$ cat src/source/sniffer_settings.svh
`ifndef SNIFFER_SETTINGS_SVH
`define SNIFFER_SETTINGS_SVH

// Stream bus geometry
// 512-bit data in 64 byte lanes
`define NET_DATA_BITS 512
`define NET_KEEP_BITS 64

// Configuration word
`define CFG_BITS 64

// Config bit positions
// Drop every IPv4 packet, UDP and TCP included
`define CFG_DROP_IPV4 8
`define CFG_DROP_IPV6 9
`define CFG_DROP_ARP  16
// UDP over IPv4
`define CFG_DROP_UDP4 22
`define CFG_TRIM_UDP4 23
// TCP over IPv4
`define CFG_DROP_TCP4 26
`define CFG_TRIM_TCP4 27

// Ethertypes as they appear on the wire
`define ETH_TYPE_IPV4 16'h0800
`define ETH_TYPE_IPV6 16'h86dd
`define ETH_TYPE_ARP  16'h0806

// Byte offset of the ethertype high byte
// Low byte follows at the next offset
`define ETH_TYPE_BYTE (12)

// Protocol field, 14-byte MAC header plus offset 9 of IPv4 header
// Only right for a 20-byte IPv4 header
`define IP_PROTO_BYTE (23)

// IP protocol numbers
`define IP_PROTO_UDP 8'h11
`define IP_PROTO_TCP 8'h06

// Trimmed lengths in bytes
// 14 MAC + 20 IPv4 + 8 UDP
`define HDR_LEN_UDP4 42
// 14 MAC + 20 IPv4 + 20 TCP, options cut off
`define HDR_LEN_TCP4 54

`endif
$ cat src/source/sniffer_pkg.sv
`include "sniffer_settings.svh"

package sniffer_pkg;

  // Stream payload
  typedef logic [`NET_DATA_BITS-1:0] net_data_t;
  typedef logic [`NET_KEEP_BITS-1:0] net_keep_t;

  // Filter configuration word
  typedef logic [`CFG_BITS-1:0] filter_cfg_t;

  // Class of a packet, taken from its first beat
  typedef enum logic [2:0] {
    PKT_OTHER,
    PKT_ARP,
    PKT_IPV4,
    PKT_UDP4,
    PKT_TCP4,
    PKT_IPV6
  } pkt_class_e;

  // What happens to a packet on the filtered path
  typedef enum logic [1:0] {
    ACT_FORWARD,
    ACT_DROP,
    ACT_TRIM
  } filter_action_e;

  // Position within a packet, per direction
  // Discard also covers the tail of a trimmed packet
  typedef enum logic [1:0] {
    ST_FIRST,
    ST_FORWARD,
    ST_DISCARD
  } pkt_state_e;

endpackage

$ cat src/source/axis_if.sv
`timescale 1ns/1ps

interface axis_if import sniffer_pkg::*; ();

  // Payload
  net_data_t tdata;
  net_keep_t tkeep;
  logic      tlast;

  // Handshake
  logic      tvalid;
  logic      tready;

  // Producer side
  modport source (
    output tdata,
    output tkeep,
    output tlast,
    output tvalid,
    input  tready
  );

  // Consumer side
  modport sink (
    input  tdata,
    input  tkeep,
    input  tlast,
    input  tvalid,
    output tready
  );

endinterface

$ cat src/source/axis_reg_slice.sv
`timescale 1ns/1ps

module axis_reg_slice import sniffer_pkg::*; (
  input  logic      nclk,
  input  logic      nresetn_r,
  axis_if.sink      s_axis,
  // Registered output stream
  output net_data_t m_tdata,
  output net_keep_t m_tkeep,
  output logic      m_tlast,
  output logic      m_tvalid,
  input  logic      m_tready
);

  // Second entry, filled while the output is stalled
  net_data_t skid_tdata;
  net_keep_t skid_tkeep;
  logic      skid_tlast;
  logic      skid_valid;
  logic      s_acc;
  logic      m_free;

  // Ready from registered occupancy only
  assign s_axis.tready = ~skid_valid;
  assign s_acc         = s_axis.tvalid & s_axis.tready;

  // Output register can take a new beat
  assign m_free = m_tready | ~m_tvalid;

  // Occupancy
  always_ff @(posedge nclk) begin
    if (!nresetn_r) begin
      m_tvalid   <= 1'b0;
      skid_valid <= 1'b0;
    end else if (m_free) begin
      // Skid drains first, input is blocked meanwhile
      m_tvalid   <= skid_valid | s_acc;
      skid_valid <= 1'b0;
    end else if (s_acc) begin
      skid_valid <= 1'b1;
    end
  end

  // Payload
  always_ff @(posedge nclk) begin
    if (m_free) begin
      if (skid_valid) begin
        m_tdata <= skid_tdata;
        m_tkeep <= skid_tkeep;
        m_tlast <= skid_tlast;
      end else begin
        m_tdata <= s_axis.tdata;
        m_tkeep <= s_axis.tkeep;
        m_tlast <= s_axis.tlast;
      end
    end
    // Park the beat behind a stalled output
    if (!m_free && s_acc) begin
      skid_tdata <= s_axis.tdata;
      skid_tkeep <= s_axis.tkeep;
      skid_tlast <= s_axis.tlast;
    end
  end

endmodule

$ cat src/flat_wrapper.sv
// flat-port wrapper written by rule: the top's interface ports become plain ports
module axis_reg_slice_flat import sniffer_pkg::*;
  (nclk, nresetn_r, m_tdata, m_tkeep, m_tlast, m_tvalid, m_tready, s_axis_tdata, s_axis_tkeep, s_axis_tlast, s_axis_tvalid, s_axis_tready);
  axis_if s_axis_i ();
  input  logic nclk;
  input  logic nresetn_r;
  output net_data_t m_tdata;
  output net_keep_t m_tkeep;
  output logic m_tlast;
  output logic m_tvalid;
  input  logic m_tready;
  input wire logic [$bits(s_axis_i.tdata)-1:0] s_axis_tdata;
  input wire logic [$bits(s_axis_i.tkeep)-1:0] s_axis_tkeep;
  input wire logic [$bits(s_axis_i.tlast)-1:0] s_axis_tlast;
  input wire logic [$bits(s_axis_i.tvalid)-1:0] s_axis_tvalid;
  output wire logic [$bits(s_axis_i.tready)-1:0] s_axis_tready;
  assign s_axis_i.tdata = s_axis_tdata;
  assign s_axis_i.tkeep = s_axis_tkeep;
  assign s_axis_i.tlast = s_axis_tlast;
  assign s_axis_i.tvalid = s_axis_tvalid;
  assign s_axis_tready = s_axis_i.tready;
  axis_reg_slice u_core (.nclk(nclk), .nresetn_r(nresetn_r), .s_axis(s_axis_i), .m_tdata(m_tdata), .m_tkeep(m_tkeep), .m_tlast(m_tlast), .m_tvalid(m_tvalid), .m_tready(m_tready));
endmodule
$ cat config.mk
export PLATFORM = sky130hd
export DESIGN_NAME = axis_reg_slice_flat
export DESIGN_NICKNAME = d
export VERILOG_FILES = /design/src/source/sniffer_pkg.sv /design/src/source/axis_if.sv /design/src/source/axis_reg_slice.sv /design/src/flat_wrapper.sv
export VERILOG_INCLUDE_DIRS = /design/src /design/src/source
export SDC_FILE = /design/constraint.sdc
export NUM_CORES = 1
export LEC_CHECK = 0
export BUFFER_PORTS_ARGS = -buffer_cell sky130_fd_sc_hd__buf_2
export CAP_MARGIN = 20
export CORE_AREA = 2 2 458 460
export DETAILED_ROUTE_END_ITERATION = 8
export DIE_AREA = 0 0 460 462
export GPL_TIMING_DRIVEN = 1
export SYNTH_ARGS = -nofsm -noshare
export SYNTH_HDL_FRONTEND = slang
export SYNTH_SLANG_ARGS = --single-unit
$ cat constraint.sdc
create_clock -name nclk -period 160.7 [get_ports nclk]
set_clock_uncertainty 0.2 [all_clocks]
set_input_delay 0 -clock nclk [delete_from_list [all_inputs] [get_ports nclk]]
set_output_delay 0 -clock nclk [all_outputs]
set_load 0.05 [all_outputs]
# Word level (Yosys, flattened, before mapping)
# Index checks and enable logic that the tools add are counted.
[classes] n_bitwise=6 reduce_logical=3 muxes=3
[ops] cell="512-bit two-way mux" count=1
[ops] cell="64-bit two-way mux" count=1
[ops] cell="1-bit NOT" count=3
[ops] cell="1-bit bitwise OR" count=2
[ops] cell="2-bit OR reduction" count=1
[ops] cell="1-bit bitwise AND" count=1
[ops] cell="1-bit logical AND" count=1
[ops] cell="1-bit zero test" count=1
[ops] cell="1-bit two-way mux" count=1
[totals] word_cells=20 out_inout_bits=579 input_bits=581 register_bits=1156

# Longest topological paths before layout
# Gate-level depths: netlist of the first run.
[logic_depth] word_depth=4 ltp_mapped=6 ltp_nobuf=2

# Worst setup path after synthesis of the first run
# Ideal clock, no wire load.
[synth_path] kind="input port to flip-flop" from="input m_tready" to="register u_core.skid_tdata[0] (enable)" path_buffers=0 path_slack_ns=1.107 setup_ns=22.375 path_stages=2 t_required_ns=138.125 t_arrival_ns=137.017 path_cell_list="nand2b_1 > nor3b_1"
[synth_via] elab_chain_len=3
[synth_lines] element="from (decl)" line_no="flat_wrapper.sv:11" text="input logic m_tready;"
[synth_lines] element="1-bit bitwise OR" line_no="axis_reg_slice.sv:28" text="assign m_free = m_tready | ~m_tvalid;"
[synth_lines] element="1-bit zero test" line_no="axis_reg_slice.sv:58" text="if (!m_free && s_acc) begin"
[synth_lines] element="1-bit logical AND" line_no="axis_reg_slice.sv:58"
[synth_lines] element="to (signal assigned)" line_no="axis_reg_slice.sv:59" text="skid_tdata <= s_axis.tdata;"
[synth_lines] element="to (decl)" line_no="axis_reg_slice.sv:16" text="net_data_t skid_tdata;"
# Every way passes these cells.
# A chain may end at the register's enable or synchronous reset.

# Worst setup path in the final report of the first run
[layout_path] from="register u_core.m_tvalid" to="register u_core.m_tdata[91] (enable)"
[layout_via] elab_chain_len=2
[layout_lines] element="from (decl)" line_no="axis_reg_slice.sv:11" text="output logic m_tvalid,"
[layout_lines] element="from (signal assigned)" line_no="axis_reg_slice.sv:37" text="m_tvalid <= skid_valid | s_acc;"
[layout_lines] element="1-bit NOT" line_no="axis_reg_slice.sv:28"
[layout_lines] element="1-bit bitwise OR" line_no="axis_reg_slice.sv:28"
[layout_lines] element="net u_core.m_free" line_no="axis_reg_slice.sv:21" text="logic m_free;"
[layout_lines] element="to (signal assigned)" line_no="axis_reg_slice.sv:48" text="m_tdata <= skid_tdata;"
[layout_lines] element="to (signal assigned)" line_no="axis_reg_slice.sv:52" text="m_tdata <= s_axis.tdata;"
[layout_lines] element="to (decl)" line_no="axis_reg_slice.sv:8" text="output net_data_t m_tdata,"
# The timed path passes the listed nets, and every way through them passes these cells.

==> results of run 1 <==
## cell usage in the layout (no fill, tap or decap), types with 2 or more instances in the layout
cell	count
clkbuf_1	20
edfxtp_1	1154
inv_8	3
clkinv_16	4
mux2_4	197
clkinv_4	3
buf_2	1159
buf_12	3
buf_4	23
clkinvlp_4	5
inv_6	10
dlygate4sd3_1	1161
clkbuf_16	138
inv_16	4
clkinv_8	3
clkinv_2	9
mux2_2	380
clkinv_1	28
diode_2	64
nor3b_2	2
bufinv_16	19
## synth_stat cells
cell	n	area share
inv_1	1	0.000088
a21boi_0	1	0.00018
nor3b_2	1	0.00029
nor2_1	1	0.000088
buf_2	42	0.0050
edfxtp_1	1154	0.82
nand2b_1	1	0.00015
mux2_4	197	0.070
nor3b_1	1	0.00018
mux2_2	380	0.10
buf_6	23	0.0061
dfxtp_1	2	0.00094
## per-stage QoR
step / power (mW) / area (um^2)
5_1_grt: 0.819 / 67800
4_1_cts: 0.804 / 67700
3_5_place_dp: 0.449 / 51400
6_report: 0.793 / 67900
2_1_floorplan: 0.432 / 42400
3_3_place_gp: 0.448 / 51400
## worst min path at each step
stage / from / end / slack [ns]
2_1_floorplan: s_axis_tdata[0] / u_core.skid_tdata[0]$_DFFE_PP_ / -0.10
3_3_place_gp: s_axis_tdata[62] / u_core.skid_tdata[62]$_DFFE_PP_ / -0.01
3_5_place_dp: s_axis_tdata[128] / u_core.skid_tdata[128]$_DFFE_PP_ / -0.008
4_1_cts: s_axis_tkeep[55] / u_core.m_tkeep[55]$_DFFE_PP_ / 0.004
5_1_grt: s_axis_tdata[209] / u_core.m_tdata[209]$_DFFE_PP_ / 0.04
6_report: s_axis_tdata[143] / u_core.m_tdata[143]$_DFFE_PP_ / 0.04
## where the power goes
part | leakage (nW) | internal [mW] | switching (mW)
sequential | 11.2 | 0.349 | 0.00628
clock | 2.26 | 0.191 | 0.135
combinational | 12.3 | 0.0401 | 0.0706
## metal layers
layer / track usage / vias to the layer above / share of wire
met2: 0.241 / 1220 / 0.45
met5: 0 / - / 0.0049
li1: - / 12200 / -
met3: 0.0626 / 392 / 0.097
met4: 0.0741 / 134 / 0.050
met1: 0.187 / 13600 / 0.40
## registers in the layout, summed over array words and instances, names as in the netlist
signal             flops
u_core.m_tdata       512
u_core.skid_tdata    512
u_core.m_tkeep        64
u_core.skid_tkeep     64
u_core.m_tlast         1
u_core.m_tvalid        1
u_core.skid_tlast      1
u_core.skid_valid      1
## cell families (layout without fill, tap and decap cells)
logic type | Yosys count | in the layout | share of synthesized area
compound gates | 1 | 1 | 0.000177
buf+inv | 66 | 2594 | 0.0111
flops | 1156 | 1156 | 0.817
mux | 577 | 577 | 0.171
other cells | 0 | 64 | 0
simple gates | 4 | 4 | 0.000708
## worst max-delay path, stage by stage (launching register included)
cell and delay [ns]:
dfxtp_1 0.33, nand2b_4 0.43, buf_12 0.55, buf_4 0.69, buf_4 0.77, buf_4 0.88
## cell type report
| class | instances | area share |
|---|---|---|
| clock buffer | 159 | 0.0522 |
| antenna | 64 | 0.00236 |
| multi-input combinational | 582 | 0.107 |
| tap | 2720 | 0.0501 |
| clock inverter | 88 | 0.0170 |
| inverter | 1 | 0.0000553 |
| timing repair buffer | 2346 | 0.260 |
| sequential | 1156 | 0.511 |
## timing repair
action | in CTS | in global routing
gates resized for setup | 0 | 0
hold buffers | 1161 | 0
endpoints found under the hold margin | 1282 | 0
==> impl_metrics.yaml, run 1 <==
status:
  status: "finished, final reports clean"
power:
  cellPowerDensity_nw_per_um2: 11.7
  leakage_nw: 25.8
  irDropWorstVdd_mv: 0.0105
worst_setup_path:
  r2r_start: "u_core.m_tvalid$_SDFFE_PN0P_"
  crit_start: "u_core.m_tvalid$_SDFFE_PN0P_"
  critPathKind: "reg2reg"
  crit_end: "u_core.m_tdata[91]$_DFFE_PP_"
  arrival_ns: 4.71
  crit_path_end_kind: "flip-flop"
  rrSetupSlack_ns: 156.19
  crit_required_ns: 160.90
  critPathMaxFanout: 121
  worst_setup_path_start_kind: "flip-flop"
  regToRegEndpoint: "u_core.m_tdata[91]$_DFFE_PP_"
  reg2reg_depth: 5
yosys:
  ys_seq_elements: 1156
  ys_seq_area_frac: 0.817
  yosysWarnings: 0
  avgSynthCellArea_um2: 23.5
  syn-num-nets: 2385
  synth_area_um2: 42400
  syn_inst: 1804
  synth_cell_types: 12
floorplanning:
  start_util: 0.204
  rows: 168
  core_area_um2: 208000
  die_y_um: 462
  die_x_um: 460
  ios: 1160
  floorplan.die_area_um2: 213000
clock_network:
  cts_buffers: 137
  cts_max_level: 4
  cts_sinks: 1156
  cts_root_buf: "clkbuf_16"
  cts_buffer_depth: 3
  cts_setup_buffers: 0
  cts.clk_slew.worst_paths_ns: 0.06
  cts_tree: "yes"
  clk_latency_ns: 0.79
routing:
  viasPerCell: 3.88
  vias: 27600
  dr.pass1.iters: 5
  wl_per_cell_um: 24.1
  drt.antenna.violating_nets: 0
  routed_wl_um: 172000
  drc: 0
  drt_iter0_markers: 2111
timing:
  setup_ws_ns: 156.19
  clock.fmax_mhz: 222
  setup_viol: 0
  tightest_slew_ns: 1.03
  finalCritPeriodShare: 0.0281
  finalHoldViolCount: 0
  rsz0062_at_grt: "no"
  period_needed_ns: 4.51
  maxSlewViolCount: 0
  slew_headroom: 0.312
  setup_tns_ns: 0
  holdWs_ns: 0.0368
place:
  pre_cts_ws_ns: 156.08
  gp_congestion: 0.812
  port_buffers: 1159
  dp_hpwl_um: 127000
  dp_cells: 5644
cells_and_area:
  final_nets: 4805
  final.fill_count: 20000
  area.growth.synth_to_final_pct: 60.0
  instances_no_fill: 7116
  layout-drive-gt1-share: 0.454
  multi_input_area_um2: 7290
  seqCellArea_um2: 34700
  post-route-util: 0.326
flow_run:
  maxCapViolations: 0
global_route:
  grt_usage: 0.155
  grt_pass1_wl_um: 229000
  overflow: 0
  grt_pass1_vias: 28600
  antenna_found_initial: 164
  grt_max_degree: 142
worst_hold_path:
  holdPathStages: 3
  hold_path.class: "in2reg"
Power figures use the tool's default switching activity.
==> inputs of run 2 (changes only) <==
--- a/config.mk
+++ b/config.mk
@@ -6,11 +6,12 @@
 export SDC_FILE = /design/constraint.sdc
 export NUM_CORES = 1
 export LEC_CHECK = 0
+export ABC_AREA = 1
 export BUFFER_PORTS_ARGS = -buffer_cell sky130_fd_sc_hd__buf_2
 export CAP_MARGIN = 20
-export CORE_AREA = 2 2 458 460
+export CORE_AREA = 2 2 455 457
 export DETAILED_ROUTE_END_ITERATION = 8
-export DIE_AREA = 0 0 460 462
+export DIE_AREA = 0 0 457 459
 export GPL_TIMING_DRIVEN = 1
 export SYNTH_ARGS = -nofsm -noshare
 export SYNTH_HDL_FRONTEND = slang
==> constraint.sdc (replaced) <==
create_clock -name nclk -period 3.8 [get_ports nclk]
set_clock_uncertainty 0.2 [all_clocks]
set_input_delay 0 -clock nclk [delete_from_list [all_inputs] [get_ports nclk]]
set_output_delay 0 -clock nclk [all_outputs]
set_load 0.05 [all_outputs]
==> impl_metrics.yaml, run 2 <==
routing:
  drt.antenna.violating_nets: 0
  viasPerCell: 4.02
  wl_per_cell_um: 20.2
  drt_iter0_markers: 3331
  routed_wl_um: 167000
  drc: 0
  vias: 33200
  dr.pass1.iters: 5
yosys:
  ys_seq_elements: 1156
  synthTopCellsByArea: "edfxtp_1 (83%), nand2_1 (16%), buf_2 (1.4%)"
  synth_edf_count: 1154
  yosysMostFrequentCell: "nand2_1"
  synth_top_area_share: 0.828
  syn_inst: 3025
  synthFlopType: "edfxtp_1"
  syn-num-nets: 3606
  synth_top_area_cell: "edfxtp_1"
  avgSynthCellArea_um2: 13.8
  yosysWarnings: 0
  async_flop_share: 0
  synth_area_um2: 41900
  ys_seq_area_frac: 0.829
  synth_cell_types: 11
  synth_commonest_cells: "nand2_1 (1734), edfxtp_1 (1154), buf_2 (113)"
cells_and_area:
  area.growth.synth_to_final_pct: 60.0
  layout-drive-gt1-share: 0.252
  multi_input_area_um2: 6550
  top_regs: "u_core.m_tdata x512, u_core.skid_tdata x512"
  final_area_um2: 67000
  final_nets: 5967
  final.fill_count: 20100
  seqCellArea_um2: 34700
  final_common_cell: "nand2_1"
  layout_common_cells: "nand2_1 (1733), dlygate4sd3_1 (1161), buf_2 (1159), edfxtp_1 (1154), clkbuf_16 (131)"
clock_network:
  cts_buffers: 130
  hold_buffers: 1161
  cts_buffer_depth: 3
  cts_resized: 0
  cts_root_buf: "clkbuf_16"
  cts.clk_slew.worst_paths_ns: 0.06
  cts_tree: "yes"
  clk_latency_ns: 0.79
  cts_sinks: 1156
  cts_max_level: 4
  cts_setup_buffers: 0
power:
  p_int_mw: 23.5
  cellPowerDensity_nw_per_um2: 487
  netSwitchingPower_mw: 9.09
  seq_power_share: 0.464
  power_mw: 32.6
  leakage_nw: 27.9
  irDropWorstVdd_mv: 0.388
  pwr-share-clk: 0.386
  power_frac_comb: 0.150
  swShare: 0.279
place:
  pre_cts_ws_ns: 1.31
  placed_area_um2: 50900
  dp_hpwl_um: 119000
  port_buffers: 1159
  gp_congestion: 0.895
floorplanning:
  core_area_um2: 206000
  die_x_um: 457
  floorplan.die_area_um2: 210000
  start_util: 0.204
  rows: 167
  ios: 1160
  die_y_um: 459
worst_setup_path:
  critPathMaxFanout: 154
  critPathBufInv: 4
  worst_setup_path_start_kind: "flip-flop"
  critical_path.top_delay_family: "buffers and inverters"
  critPathKind: "reg2reg"
  cp_cell_sequence: "buf_12 > buf_4 > o21ai_0 > dlygate4sd3_1 > nand2_1 > dlygate4sd3_1"
  crit_path_frequent_cell: "dlygate4sd3_1"
  cpMaxStageDelayCell: "dlygate4sd3_1"
  crit_path_end_kind: "flip-flop"
  crit_required_ns: 4.33
  slowest_delay_ns: 0.60
  arrival_ns: 3.67
timing:
  setup_viol: 0
  clock.fmax_mhz: 319
  finalCritPeriodShare: 0.826
  rsz0062_at_grt: "no"
  maxSlewViolCount: 0
  tightest_slew_ns: 1.07
  holdWs_ns: 0.00877
  slew_headroom: 0.284
  finalHoldViolCount: 0
  period_needed_ns: 3.14
  setup_ws_ns: 0.661
  setup_tns_ns: 0
global_route:
  overflow: 0
  grt_max_degree: 155
  grt_usage: 0.153
  antenna_found_initial: 160
  grt_pass1_vias: 33300
  grt_pass1_wl_um: 233000
worst_hold_path:
  hold_path.class: "in2reg"
flow_run:
  maxCapViolations: 0
status:
  status: "finished, final reports clean"
[run 2: changes by cell type after synthesis, sizes merged]
cell and change:
nand3 +1, inv +1, nor3b -2, o21ai +1, buf +49, nand2b -1
clkbuf +14, nor2 +2, nand2 +1734, mux2 -577, a21boi -1
[run 2: power by group through the flow]
| stage | Clock (mW) | Sequential (mW) | Combinational [mW] |
|---|---|---|---|
| after CTS | 12.9 | 15.1 | 4.89 |
| after global placement | 0 | 15.4 | 3.82 |
| after detailed placement | 0 | 15.4 | 3.85 |
| after global routing | 13.4 | 15.2 | 5.13 |
| after floorplan | 0 | 17.4 | 0.536 |
| final | 12.6 | 15.1 | 4.90 |
[run 2: worst paths after layout]
path                                                      start                             to  slack (ns)  cells after the start
worst max register to register   u_core.skid_valid$_SDFFE_PP0P_   u_core.m_tvalid$_SDFFE_PN0P_        0.66                      6
worst min register to register  u_core.skid_tkeep[59]$_DFFE_PP_   u_core.m_tkeep[59]$_DFFE_PP_        0.28                      2
worst max-delay path             u_core.skid_valid$_SDFFE_PP0P_   u_core.m_tvalid$_SDFFE_PN0P_        0.66                      6
worst min-delay path                          s_axis_tdata[164]  u_core.m_tdata[164]$_DFFE_PP_       0.009                      4
[run 2: cell families after synthesis]
logic type | after synthesis | synth area share
AND/OR/NAND/NOR | 1738 | 0.156
flip-flops | 1156 | 0.829
buffers and inverters | 130 | 0.0150
AO/OA/AOI/OAI | 1 | 0.000119
[run 2: stage by stage]
step,std cells,util
after global routing,8214,0.325
after detailed placement,6797,0.248
after global placement,6797,0.248
after CTS,8190,0.325
after floorplan,3025,-
final,8257,0.326
[run 2: area by class of cell]
cell class,count,area share
Sequential cell,1156,0.518
Timing Repair Buffer,2357,0.267
Multi-Input combinational cell,1739,0.0978
Tap cell,2704,0.0505
Clock buffer,155,0.0503
Clock inverter,77,0.0131
Antenna cell,67,0.00250
Inverter,2,0.000224
[run 2: worst min-delay path: cells and delay by family]
family / cells / cell delay, ns
buffers and inverters: 2 / 0.78
and+or+nand+nor: 2 / 0.10
[run 2: per-layer routing]
| metal | track usage | up-vias | share of wire |
|---|---|---|---|
| li1 | - | 15100 | - |
| met1 | 0.187 | 15800 | 0.40 |
| met2 | 0.231 | 1750 | 0.43 |
| met3 | 0.0693 | 431 | 0.12 |
| met4 | 0.0670 | 114 | 0.045 |
| met5 | 0 | - | 0.0044 |
