## src/source/sniffer_settings.svh

```systemverilog
`ifndef SNIFFER_SETTINGS_SVH
`define SNIFFER_SETTINGS_SVH

// Stream bus geometry
// 512-bit data in 64 byte lanes
`define NET_DATA_BITS 512
`define NET_KEEP_BITS 64

// Configuration word
`define CFG_BITS 64

// Config bit positions
// Drop every IPv4 packet, UDP and TCP included
`define CFG_DROP_IPV4 8
`define CFG_DROP_IPV6 9
`define CFG_DROP_ARP  16
// UDP over IPv4
`define CFG_DROP_UDP4 22
`define CFG_TRIM_UDP4 23
// TCP over IPv4
`define CFG_DROP_TCP4 26
`define CFG_TRIM_TCP4 27

// Ethertypes as they appear on the wire
`define ETH_TYPE_IPV4 16'h0800
`define ETH_TYPE_IPV6 16'h86dd
`define ETH_TYPE_ARP  16'h0806

// Byte offset of the ethertype high byte
// Low byte follows at the next offset
`define ETH_TYPE_BYTE (12)

// Protocol field, 14-byte MAC header plus offset 9 of IPv4 header
// Only right for a 20-byte IPv4 header
`define IP_PROTO_BYTE (23)

// IP protocol numbers
`define IP_PROTO_UDP 8'h11
`define IP_PROTO_TCP 8'h06

// Trimmed lengths in bytes
// 14 MAC + 20 IPv4 + 8 UDP
`define HDR_LEN_UDP4 42
// 14 MAC + 20 IPv4 + 20 TCP, options cut off
`define HDR_LEN_TCP4 54

`endif
```

## src/source/sniffer_pkg.sv

```systemverilog
`include "sniffer_settings.svh"

package sniffer_pkg;

  // Stream payload
  typedef logic [`NET_DATA_BITS-1:0] net_data_t;
  typedef logic [`NET_KEEP_BITS-1:0] net_keep_t;

  // Filter configuration word
  typedef logic [`CFG_BITS-1:0] filter_cfg_t;

  // Class of a packet, taken from its first beat
  typedef enum logic [2:0] {
    PKT_OTHER,
    PKT_ARP,
    PKT_IPV4,
    PKT_UDP4,
    PKT_TCP4,
    PKT_IPV6
  } pkt_class_e;

  // What happens to a packet on the filtered path
  typedef enum logic [1:0] {
    ACT_FORWARD,
    ACT_DROP,
    ACT_TRIM
  } filter_action_e;

  // Position within a packet, per direction
  // Discard also covers the tail of a trimmed packet
  typedef enum logic [1:0] {
    ST_FIRST,
    ST_FORWARD,
    ST_DISCARD
  } pkt_state_e;

endpackage

```

## src/source/axis_if.sv

```systemverilog
`timescale 1ns/1ps

interface axis_if import sniffer_pkg::*; ();

  // Payload
  net_data_t tdata;
  net_keep_t tkeep;
  logic      tlast;

  // Handshake
  logic      tvalid;
  logic      tready;

  // Producer side
  modport source (
    output tdata,
    output tkeep,
    output tlast,
    output tvalid,
    input  tready
  );

  // Consumer side
  modport sink (
    input  tdata,
    input  tkeep,
    input  tlast,
    input  tvalid,
    output tready
  );

endinterface

```

## src/source/packet_classifier.sv

```systemverilog
`timescale 1ns/1ps
`include "sniffer_settings.svh"

module packet_classifier import sniffer_pkg::*; (
  input  net_data_t  data,
  output pkt_class_e pkt_class
);

  // Ethertype, big endian on the wire
  logic [15:0] eth_type;
  // IPv4 protocol number
  logic [7:0]  ip_proto;
  logic        is_ipv4;
  logic        is_ipv6;
  logic        is_arp;

  // High byte first
  assign eth_type = {data[`ETH_TYPE_BYTE*8 +: 8], data[(`ETH_TYPE_BYTE+1)*8 +: 8]};

  // Fixed offset, IHL is not looked at
  assign ip_proto = data[`IP_PROTO_BYTE*8 +: 8];

  // Ethertype decode
  assign is_ipv4 = (eth_type == `ETH_TYPE_IPV4);
  assign is_ipv6 = (eth_type == `ETH_TYPE_IPV6);
  assign is_arp  = (eth_type == `ETH_TYPE_ARP);

  always_comb begin
    // Unknown ethertypes stay in the other class
    pkt_class = PKT_OTHER;
    if (is_arp) begin
      pkt_class = PKT_ARP;
    end else if (is_ipv6) begin
      pkt_class = PKT_IPV6;
    end else if (is_ipv4) begin
      // Transport over IPv4
      case (ip_proto)
        `IP_PROTO_UDP: begin
          pkt_class = PKT_UDP4;
        end
        `IP_PROTO_TCP: begin
          pkt_class = PKT_TCP4;
        end
        default: begin
          // ICMP and the rest count as plain IPv4
          pkt_class = PKT_IPV4;
        end
      endcase
    end
  end

endmodule

```

## src/source/packet_filter.sv

```systemverilog
`timescale 1ns/1ps
`include "sniffer_settings.svh"

module packet_filter import sniffer_pkg::*; (
  input  logic        nclk,
  input  logic        nresetn_r,
  input  filter_cfg_t cfg,
  // Input stream
  input  net_data_t   in_tdata,
  input  net_keep_t   in_tkeep,
  input  logic        in_tlast,
  input  logic        in_tvalid,
  output logic        in_tready,
  // Unfiltered copy
  output net_data_t   pass_tdata,
  output net_keep_t   pass_tkeep,
  output logic        pass_tlast,
  output logic        pass_tvalid,
  input  logic        pass_tready,
  // Filtered copy, into the register slice
  axis_if.source      filt
);

  // Low-lane keep masks for trimmed headers
  localparam net_keep_t KEEP_UDP4 =
    {{(`NET_KEEP_BITS-`HDR_LEN_UDP4){1'b0}}, {`HDR_LEN_UDP4{1'b1}}};
  localparam net_keep_t KEEP_TCP4 =
    {{(`NET_KEEP_BITS-`HDR_LEN_TCP4){1'b0}}, {`HDR_LEN_TCP4{1'b1}}};

  pkt_class_e     pkt_class;
  filter_action_e action;
  pkt_state_e     state;
  logic           beat_acc;
  logic           drop_hit;
  logic           trim_hit;
  logic           trimming;
  logic           keep_beat;
  net_keep_t      trim_keep;

  // Both consumers must take the beat
  assign in_tready = pass_tready & filt.tready;
  assign beat_acc  = in_tvalid & in_tready;

  // Pass path, no register
  assign pass_tvalid = in_tvalid & in_tready;
  assign pass_tdata  = in_tdata;
  assign pass_tkeep  = in_tkeep;
  assign pass_tlast  = in_tlast;

  // Only meaningful on a first beat
  packet_classifier u_classifier (
    .data      (in_tdata),
    .pkt_class (pkt_class)
  );

  // Config hits per class
  always_comb begin
    drop_hit  = 1'b0;
    trim_hit  = 1'b0;
    trim_keep = KEEP_TCP4;
    case (pkt_class)
      PKT_ARP: begin
        drop_hit = cfg[`CFG_DROP_ARP];
      end
      PKT_IPV4: begin
        drop_hit = cfg[`CFG_DROP_IPV4];
      end
      PKT_UDP4: begin
        // IPv4 family bit covers UDP too
        drop_hit  = cfg[`CFG_DROP_IPV4] | cfg[`CFG_DROP_UDP4];
        trim_hit  = cfg[`CFG_TRIM_UDP4];
        trim_keep = KEEP_UDP4;
      end
      PKT_TCP4: begin
        drop_hit  = cfg[`CFG_DROP_IPV4] | cfg[`CFG_DROP_TCP4];
        trim_hit  = cfg[`CFG_TRIM_TCP4];
        trim_keep = KEEP_TCP4;
      end
      PKT_IPV6: begin
        drop_hit = cfg[`CFG_DROP_IPV6];
      end
      default: begin
        drop_hit = 1'b0;
      end
    endcase
  end

  // Drop wins over trim
  always_comb begin
    if (drop_hit) begin
      action = ACT_DROP;
    end else if (trim_hit) begin
      action = ACT_TRIM;
    end else begin
      action = ACT_FORWARD;
    end
  end

  // Which beats reach the slice
  always_comb begin
    case (state)
      ST_FIRST: begin
        keep_beat = (action != ACT_DROP);
      end
      ST_FORWARD: begin
        keep_beat = 1'b1;
      end
      default: begin
        keep_beat = 1'b0;
      end
    endcase
  end

  assign trimming = (state == ST_FIRST) && (action == ACT_TRIM);

  // Offered only on an accepted beat, so a stall never repeats it
  assign filt.tvalid = beat_acc & keep_beat;
  assign filt.tdata  = in_tdata;
  assign filt.tkeep  = trimming ? trim_keep : in_tkeep;
  // Trimmed packet ends on its first beat
  assign filt.tlast  = trimming | in_tlast;

  // Per-packet position
  always_ff @(posedge nclk) begin
    if (!nresetn_r) begin
      state <= ST_FIRST;
    end else if (beat_acc) begin
      if (in_tlast) begin
        state <= ST_FIRST;
      end else if (state == ST_FIRST) begin
        // Drop and trim both discard the rest
        state <= (action == ACT_FORWARD) ? ST_FORWARD : ST_DISCARD;
      end
    end
  end

endmodule

```

## src/flat_wrapper.sv

```systemverilog
// flat-port wrapper written by rule: the top's interface ports become plain ports
module packet_filter_flat import sniffer_pkg::*;
  (nclk, nresetn_r, cfg, in_tdata, in_tkeep, in_tlast, in_tvalid, in_tready, pass_tdata, pass_tkeep, pass_tlast, pass_tvalid, pass_tready, filt_tdata, filt_tkeep, filt_tlast, filt_tvalid, filt_tready);
  axis_if filt_i ();
  input  logic nclk;
  input  logic nresetn_r;
  input  filter_cfg_t cfg;
  input  net_data_t in_tdata;
  input  net_keep_t in_tkeep;
  input  logic in_tlast;
  input  logic in_tvalid;
  output logic in_tready;
  output net_data_t pass_tdata;
  output net_keep_t pass_tkeep;
  output logic pass_tlast;
  output logic pass_tvalid;
  input  logic pass_tready;
  output wire logic [$bits(filt_i.tdata)-1:0] filt_tdata;
  output wire logic [$bits(filt_i.tkeep)-1:0] filt_tkeep;
  output wire logic [$bits(filt_i.tlast)-1:0] filt_tlast;
  output wire logic [$bits(filt_i.tvalid)-1:0] filt_tvalid;
  input wire logic [$bits(filt_i.tready)-1:0] filt_tready;
  assign filt_tdata = filt_i.tdata;
  assign filt_tkeep = filt_i.tkeep;
  assign filt_tlast = filt_i.tlast;
  assign filt_tvalid = filt_i.tvalid;
  assign filt_i.tready = filt_tready;
  packet_filter u_core (.nclk(nclk), .nresetn_r(nresetn_r), .cfg(cfg), .in_tdata(in_tdata), .in_tkeep(in_tkeep), .in_tlast(in_tlast), .in_tvalid(in_tvalid), .in_tready(in_tready), .pass_tdata(pass_tdata), .pass_tkeep(pass_tkeep), .pass_tlast(pass_tlast), .pass_tvalid(pass_tvalid), .pass_tready(pass_tready), .filt(filt_i));
endmodule
```

## config.mk

```make
export PLATFORM = sky130hd
export DESIGN_NAME = packet_filter_flat
export DESIGN_NICKNAME = d
export VERILOG_FILES = /design/src/source/sniffer_pkg.sv /design/src/source/axis_if.sv /design/src/source/packet_classifier.sv /design/src/source/packet_filter.sv /design/src/flat_wrapper.sv
export VERILOG_INCLUDE_DIRS = /design/src /design/src/source
export SDC_FILE = /design/constraint.sdc
export NUM_CORES = 1
export LEC_CHECK = 0
export BUFFER_PORTS_ARGS = -buffer_cell sky130_fd_sc_hd__buf_2
export CELL_PAD_IN_SITES_DETAIL_PLACEMENT = 0
export CELL_PAD_IN_SITES_GLOBAL_PLACEMENT = 2
export CORE_AREA = 2 2 712 714
export CTS_CLUSTER_DIAMETER = 50
export DETAILED_ROUTE_END_ITERATION = 8
export DIE_AREA = 0 0 714 716
export PLACE_DENSITY_LB_ADDON = 0.1
export SLEW_MARGIN = 20
export SYNTH_ARGS = -nofsm -noshare
export SYNTH_HDL_FRONTEND = slang
export SYNTH_SLANG_ARGS = --single-unit
```

## constraint.sdc

```tcl
create_clock -name nclk -period 1.7 [get_ports nclk]
set_clock_uncertainty 0.1 [all_clocks]
set_input_delay 0.085 -clock nclk [delete_from_list [all_inputs] [get_ports nclk]]
set_output_delay 0.085 -clock nclk [all_outputs]
set_load 0.02 [all_outputs]
```

# == Word-level counts from Yosys, hierarchy flattened ==
# Index checks and enable logic that the tools add are counted.
# totals
output_inout_bits,1157
register_bits,2
inputBits,646
# op_classes
eq_ne,13
muxes,14
bitwise,6
reduce_logical,5
# op_table
op,n
64-bit 2-to-1 mux,1
54-bit 2-to-1 mux,1
"16-bit by 12-bit == test with 1-bit output, second input constant",2
"16-bit == test, second input constant",1
2-bit 2-to-1 mux,5
3-bit 2-to-1 mux,3
"8-bit by 3-bit == test with 1-bit output, second input constant",1
"8-bit by 5-bit == test with 1-bit output, second input constant",1
"3-bit by 2-bit == test with 1-bit output, second input constant",2
"3-bit == test, second input constant",2
3-bit case mux with 2 select lines,1
1-bit case mux with 5 select lines,1
2-bit zero test,2
1-bit case mux with 2 select lines,2
1-bit AND,3
"3-bit by 1-bit == test with 1-bit output, second input constant",1
1-bit OR,3
"2-bit by 1-bit == test with 1-bit output, second input constant",1
"2-bit == test, second input constant",1
"2-bit by 1-bit != test with 1-bit output, second input constant",1
2-bit AND reduction,1
2-bit nonzero test,1
1-bit logical AND,1

# == Depth between registers and ports, before layout ==
# Gate-level depths: netlist of the first run.
# logic_depth
word_depth,13
mapped_depth,7
mapped_depth_nobuf,6

# == Modules after synthesis ==
# Synthesis of the first run repeated with hierarchy kept, for this count alone.
# unflattened
cells_unflattened,1210
area_unflattened_um2,9068.7
# by_module_without_submodules
mod,cells_each,area_each_um2,seq_area_each_um2,instances
packet_filter,1189,8903.5,40.0,1
packet_classifier,21,165.2,0.0,1

# == Worst setup path before layout of the first run ==
# Ideal clock, no wire load.
# synth_path
path_kind,input port to output port
start,input port in_tdata[187]
end,output port filt_tkeep[0]
path_buffers,2
path_slack_ps,-123
t_arrival_ps,1638
required_time_ps,1515
stages,7
path_cell_list,or4_4 > nor2_2 > nand4b_1 > or3_1 > buf_2 > buf_2 > nand2b_1
# synth_between
elab_chain_cells,12
elab_cells_between_ends,18
# synth_rtl
item,line_no,source
from (decl),flat_wrapper.sv:8,input net_data_t in_tdata;
8-bit by 3-bit == test with 1-bit output or 8-bit by 5-bit == test with 1-bit output (tied branches),packet_classifier.sv:37,case (ip_proto)
3-bit case mux with 2 select lines *,packet_classifier.sv:37,
3-bit 2-to-1 mux *,packet_classifier.sv:35,end else if (is_ipv4) begin
3-bit 2-to-1 mux *,packet_classifier.sv:33,end else if (is_ipv6) begin
3-bit 2-to-1 mux *,packet_classifier.sv:31,if (is_arp) begin
3-bit == test or 3-bit by 2-bit == test with 1-bit output (tied branches),packet_filter.sv:61,case (pkt_class)
1-bit case mux with 2 select lines,packet_filter.sv:61,
2-bit 2-to-1 mux,packet_filter.sv:92,end else if (trim_hit) begin
2-bit 2-to-1 mux *,packet_filter.sv:90,if (drop_hit) begin
2-bit == test *,packet_filter.sv:114,assign trimming = (state == ST_FIRST) && (action == ACT_TRIM);
1-bit logical AND *,packet_filter.sv:114,
64-bit 2-to-1 mux *,packet_filter.sv:119,assign filt.tkeep = trimming ? trim_keep : in_tkeep;
to (decl),flat_wrapper.sv:19,output wire logic [$bits(filt_i.tkeep)-1:0] filt_tkeep;
# Every way passes the cells marked *; elsewhere a longest branch is shown, timed or not.

# == Worst setup path after layout of the first run ==
# layout_path
start,input port in_tdata[190]
end,output port filt_tkeep[3]
# The elaborated chain is that of the path after synthesis.

==> results_dict.tcl, run 1 <==
set metrics [dict create \
    grtUsageTotal_pct 7.289 \
    synth_warnings 0 \
    num_rows 261 \
    setup_viol 68 \
    drtPass1Iterations 4 \
    arrival_ns 2.39 \
    num_io_pins 1803 \
    post_drt_wl_per_cell_um 27.44 \
    drtAntennaViolNets 0 \
    seqCellArea_sq_um 40.04 \
    cpLargestDelayFamily "simple AND/OR/NAND/NOR gates" \
    clkSlewWorstSetupHoldPaths_ns 0.03 \
    hold_path_class "input pin to flip-flop" \
    layout-drive-gt1-share_pct 91.68 \
    core_sq_mm 0.5036 \
    cts_sinks 2 \
    status "finished, violations left" \
    cp_cell_sequence "buf_2 > or4_4 > nor2_4 > nand4b_1 > buf_4 > or3_4 > buf_4 > clkbuf_16 > nand2b_4 > buf_6" \
    slowest_delay_ns 0.69 \
    power_density_mw_per_mm2 156.1 \
    syn_nets 1856 \
    ctsHoldBuffers 0 \
    rr_worst_depth 6 \
    fin_crit_ns 2.573 \
    cp_num_buf_inv 5 \
    p_leak_nw 2.408 \
    start_kind "input pin" \
    final.period_utilization_pct 151.3 \
    yosysTopAreaCell "buf_4" \
    min_path_cells 3 \
    synth.area.top_cells "buf_4, nand2b_1, o21a_1" \
    cts_tree "yes" \
    vias 4752 \
    regMostFlops "u_core.state" \
    synth.avg_cell_area_sq_um 7.466 \
    root_buffer "clkbuf_16" \
    post-dp-hpwl_um 188200 \
    synthToLayoutAreaGrowth_pct 37.88 \
    r2r-end "u_core.state[1]" \
    cts_buffers 3 \
    grt_pass1_wl_um 208200 \
    rsz0062_at_grt "true" \
    routed_wl_um 197000 \
    hold_violations 0 \
    die_w_um 714 \
    antenna_found_initial 32 \
    whs_ns 0.06036 \
    timing.final.max_slew_violations 0 \
    syn_area_sq_mm 0.009034 \
    max_freq_ghz 0.3887 \
    critPathMostFrequentCell "buf_4" \
    n_fill_cell 60330 \
    tightest_slew_ns 0.6153 \
    multi_input_comb_area_sq_mm 0.001245 \
    cts_max_level 1 \
    synth_cells 1210 \
    grt_pass1_vias 4819 \
    maxSlewHeadroom_pct 59.26 \
    violations "negative setup slack" \
    drv_cap 0 \
    viasPerCell 0.6619 \
    worstHoldEndpoint "u_core.state[1]" \
    yosysSeqAreaShare_pct 0.4432 \
    grt-ovfl-total 0 \
    final_common_cell "buf_2" \
    numPortBuffers 281 \
    insertion_delay_ns 0.22 \
    endpoint_kind "output port" \
    die_h_um 716 \
    peakVddDrop_mv 0.2616 \
    fin_setup_tns_ns -53.48 \
    hold_start "nresetn_r" \
    synth-seq-cells 2 \
    gp_congestion 0.6587 \
    cp.required_ns 1.51 \
    die_area_sq_mm 0.5112 \
    largest_register_ffs 2 \
    crit_fanout 9 \
    cpMaxStageDelayCell "or4_4" \
    reg.largest.list "u_core.state: 2 flops" \
    initialDrtViolationCount 359 \
    worstSetupPathType "input pin to output port" \
    finish.utilization_pct 2.474 \
    setup_slack_ns -0.8729 \
    reg2reg_slack_ns -0.05 \
    clock_path_buffers 2 \
    fin_nets 1117 \
    start_util_pct 1.794 \
    grt_max_degree 19 \
    drcViolationCount 0 \
    yosysUniqueCellTypes 36 \
    layout_common_cells "buf_2, buf_6, buf_4" \
    netlist.area_leader.share_pct 90.50 \
    worst-path-stages 10 \
    rr_startpoint "u_core.state[1]" \
]
==> what timing repair did <==
action | CTS | global route
pin swaps | 12 | 11
endpoints found under the setup margin | 68 | 68
gates cloned | 2 | 1
resized for setup | 110 | 62
buffers inserted | 2 | 8
==> synth_stat cells <==
library cell and number:
buf_4 1089, nand2b_1 40, o21a_1 12, buf_2 7, and2_4 6, and2_1 5, nand4_1 4, nor3_1 4
nand2_1 3, nor2_1 3, nor4_1 3, or2b_1 3, a22oi_1 2, and3_1 2, and4b_1 2, dfxtp_1 2
nand3_1 2, nor3b_1 2, o21bai_1 2, a21bo_2 1, a32o_1 1, and3b_1 1, and4_1 1, and4bb_2 1
buf_6 1, inv_1 1, nand4b_1 1, nor2_2 1, nor3_2 1, nor4b_1 1, nor4b_4 1, nor4bb_1 1
o21ai_0 1, o31ai_1 1, or3_1 1, or4_4 1
==> cells by family after synthesis <==
kind of cell,after synthesis,synth area share [%]
buffers and inverters,1098,91.05
DFF,2,0.4432
and+or+nand+nor,90,6.814
AOI/OAI and AO/OA,20,1.690
==> how the worst max path moves through the flow <==
stage                             start             end  slack [ns]
after CTS                 in_tdata[100]  filt_tkeep[16]       -0.96
after floorplan           in_tdata[187]  filt_tkeep[54]       -0.09
final                     in_tdata[190]   filt_tkeep[3]       -0.87
after global placement    in_tdata[184]  filt_tkeep[50]       -1.26
after global routing      in_tdata[100]  filt_tkeep[15]       -0.95
after detailed placement  in_tdata[184]  filt_tkeep[50]       -1.23
==> area by class of cell <==
cell class,count,area share (%)
flip-flops and latches,2,0.3214
well taps,6706,67.36
multi-input cells,110,9.995
diodes,4,0.08036
repair buffers,353,21.61
inverters,1,0.03014
clock buffers,3,0.6027
==> per-layer routing <==
| layer | share of wire (%) | global-route usage [%] |
|---|---|---|
| met1 | 16 | 3.448 |
| met2 | 41 | 10.62 |
| met3 | 37 | 12.70 |
| met4 | 5.3 | 3.076 |
| met5 | 0.34 | 0.7070 |
==> worst register-to-register path, cell delays in order (launching register included) <==
cell     delay [ns]
dfxtp_1        0.31
nor2_1         0.24
buf_4          0.16
o21ai_0        0.14
nor3b_1        0.51
o31ai_4        0.15
nand2_1        0.09
==> per-stage QoR <==
step	worst slack (ns)	instances	power, W	area, sq um
floorplan	-0.09337	1210	0.004042	9375
detailed placement	-1.226	7160	0.001584	11630
finish	-0.8729	7179	0.001944	12460
CTS	-0.9551	7167	0.002029	12190
global route	-0.9477	7175	0.002076	12450
global placement	-1.257	7160	0.001598	11630
==> where the power goes <==
group	internal, W	leakage [nW]	switching (W)
logic	0.000518	2.35	0.00103
clock network	0.000299	0.0370	0.0000518
registers	0.0000482	0.0162	0.000000378
total	0.000866	2.41	0.00108
(Power assumes the default switching activity.)
==> inputs of run 2 (changes only) <==
- CAP_MARGIN: not set -> 25
- SKIP_CTS_REPAIR_TIMING: not set -> 1
==> run 2 against run 1 <==
Compared with the run above: the flow still finishes with violations (negative setup slack); final area down 0.46%; via count increased by 0.55%; highest routed layer unchanged; worst setup slack lost 0.012 ns; sequential power about the same.
==> results_dict.tcl, run 2 (synthesis results as in run 1) <==
set metrics [dict create \
    regMostFlops "u_core.state" \
    rr_startpoint "u_core.state[1]" \
    root_buffer "clkbuf_16" \
    status "finished, violations left" \
    post-dp-hpwl_um 188200 \
    cp.required_ns 1.51 \
    min_path_cells 3 \
    peakVddDrop_mv 0.2597 \
    core_sq_mm 0.5036 \
    violations "negative setup slack" \
    reg.largest.list "u_core.state: 2 flops" \
    die_area_sq_mm 0.5112 \
    max_freq_ghz 0.3868 \
    power_density_mw_per_mm2 155.1 \
    arrival_ns 2.40 \
    hold_violations 0 \
    endpoint_kind "output port" \
    drtPass1Iterations 4 \
    timing.final.max_slew_violations 0 \
    clkSlewWorstSetupHoldPaths_ns 0.03 \
    grt_pass1_vias 4759 \
    initialDrtViolationCount 373 \
    num_rows 261 \
    drcViolationCount 0 \
    fin_crit_ns 2.585 \
    cts_buffers 3 \
    final.period_utilization_pct 152.1 \
    worstSetupPathType "input pin to output port" \
    finalPower_w 0.001923 \
    layout_common_cells "buf_2, buf_4, buf_6" \
    hold_path_class "input pin to flip-flop" \
    largest_register_ffs 2 \
    fin_nets 1115 \
    vias 4778 \
    cts_sinks 2 \
    gp_congestion 0.6587 \
    tightest_slew_ns 0.6104 \
    routed_wl_um 197300 \
    die_w_um 714 \
    maxSlewHeadroom_pct 59.59 \
    viasPerCell 0.6652 \
    final_common_cell "buf_2" \
    antenna_found_initial 33 \
    clock_path_buffers 2 \
    r2r-end "u_core.state[1]" \
    crit_fanout 9 \
    numPortBuffers 281 \
    hold_start "nresetn_r" \
    reg2reg_slack_ns 0.05 \
    grt_max_degree 22 \
    grtUsageTotal_pct 7.261 \
    rr_worst_depth 6 \
    num_io_pins 1803 \
    p_leak_nw 2.396 \
    synthToLayoutAreaGrowth_pct 37.24 \
    grt-ovfl-total 0 \
    cts_tree "yes" \
    finish.utilization_pct 2.462 \
    start_kind "input pin" \
    worstHoldEndpoint "u_core.state[1]" \
    cts_max_level 1 \
    drv_cap 0 \
    drtAntennaViolNets 0 \
    layout-drive-gt1-share_pct 91.43 \
    setup_slack_ns -0.8854 \
    setup_viol 68 \
    grt_pass1_wl_um 207200 \
    insertion_delay_ns 0.22 \
    rsz0062_at_grt "true" \
    start_util_pct 1.794 \
    post_drt_wl_per_cell_um 27.47 \
    die_h_um 716 \
]
-- run 2: cell types whose count changed in the layout (fill, tap and decap cells not counted), sizes merged --
cell and change:
clkbuf +2, buf -4, diode +6
-- run 2: worst max-delay path, cell delays in order --
cell and delay (ns):
buf_2 0.15, nor4_4 0.28, and4b_2 0.36, buf_12 0.17, nand4b_1 0.21, or3_4 0.47
buf_6 0.15, buf_12 0.14, and2_4 0.16, buf_2 0.16
-- run 2: area by class of cell --
| class | count | area, sq um |
|---|---|---|
| Clock buffer | 3 | 75.07 |
| Tap cell | 6706 | 8391 |
| Inverter | 1 | 3.754 |
| Timing Repair Buffer | 351 | 2655 |
| Fill cell | 60330 | 491200 |
| Sequential cell | 2 | 40.04 |
| Multi-Input combinational cell | 110 | 1209 |
| Antenna cell | 10 | 25.02 |
-- run 2: through the flow --
step / area [sq um] / setup TNS, ns / setup WS, ns / std cells / hold WS (ns)
floorplan: 9375 / -3.877 / -0.09337 / 1210 / 0.1163
global placement: 11630 / -73.31 / -1.257 / 7160 / 0.07020
detailed placement: 11630 / -70.77 / -1.226 / 7160 / 0.07020
CTS: 11700 / -71.90 / -1.248 / 7163 / 0.06603
global route: 12370 / -57.60 / -0.9395 / 7173 / 0.07004
finish: 12400 / -52.43 / -0.8854 / 7183 / 0.05177
-- run 2: worst max path at each step --
stage	start	end	slack, ns
floorplan	in_tdata[187]	filt_tkeep[54]	-0.09
global placement	in_tdata[184]	filt_tkeep[50]	-1.26
detailed placement	in_tdata[184]	filt_tkeep[50]	-1.23
CTS	in_tdata[184]	filt_tkeep[50]	-1.25
global route	in_tdata[100]	filt_tkeep[17]	-0.94
finish	in_tdata[110]	filt_tkeep[58]	-0.89
-- run 2: where the power goes --
group | total, W | internal, W | switching (W)
logic | 0.00153 | 0.000505 | 0.00102
registers | 0.0000485 | 0.0000482 | 0.000000357
clock network | 0.000349 | 0.000299 | 0.0000498
total | 0.00192 | 0.000852 | 0.00107
-- run 2: routing by layer --
metal	track usage (%)	wire, um	up-vias
li1	-	-	1139
met1	3.402	32100	1657
met2	10.61	81720	1605
met3	12.71	72700	337
met4	2.980	10070	40
met5	0.7070	699	-
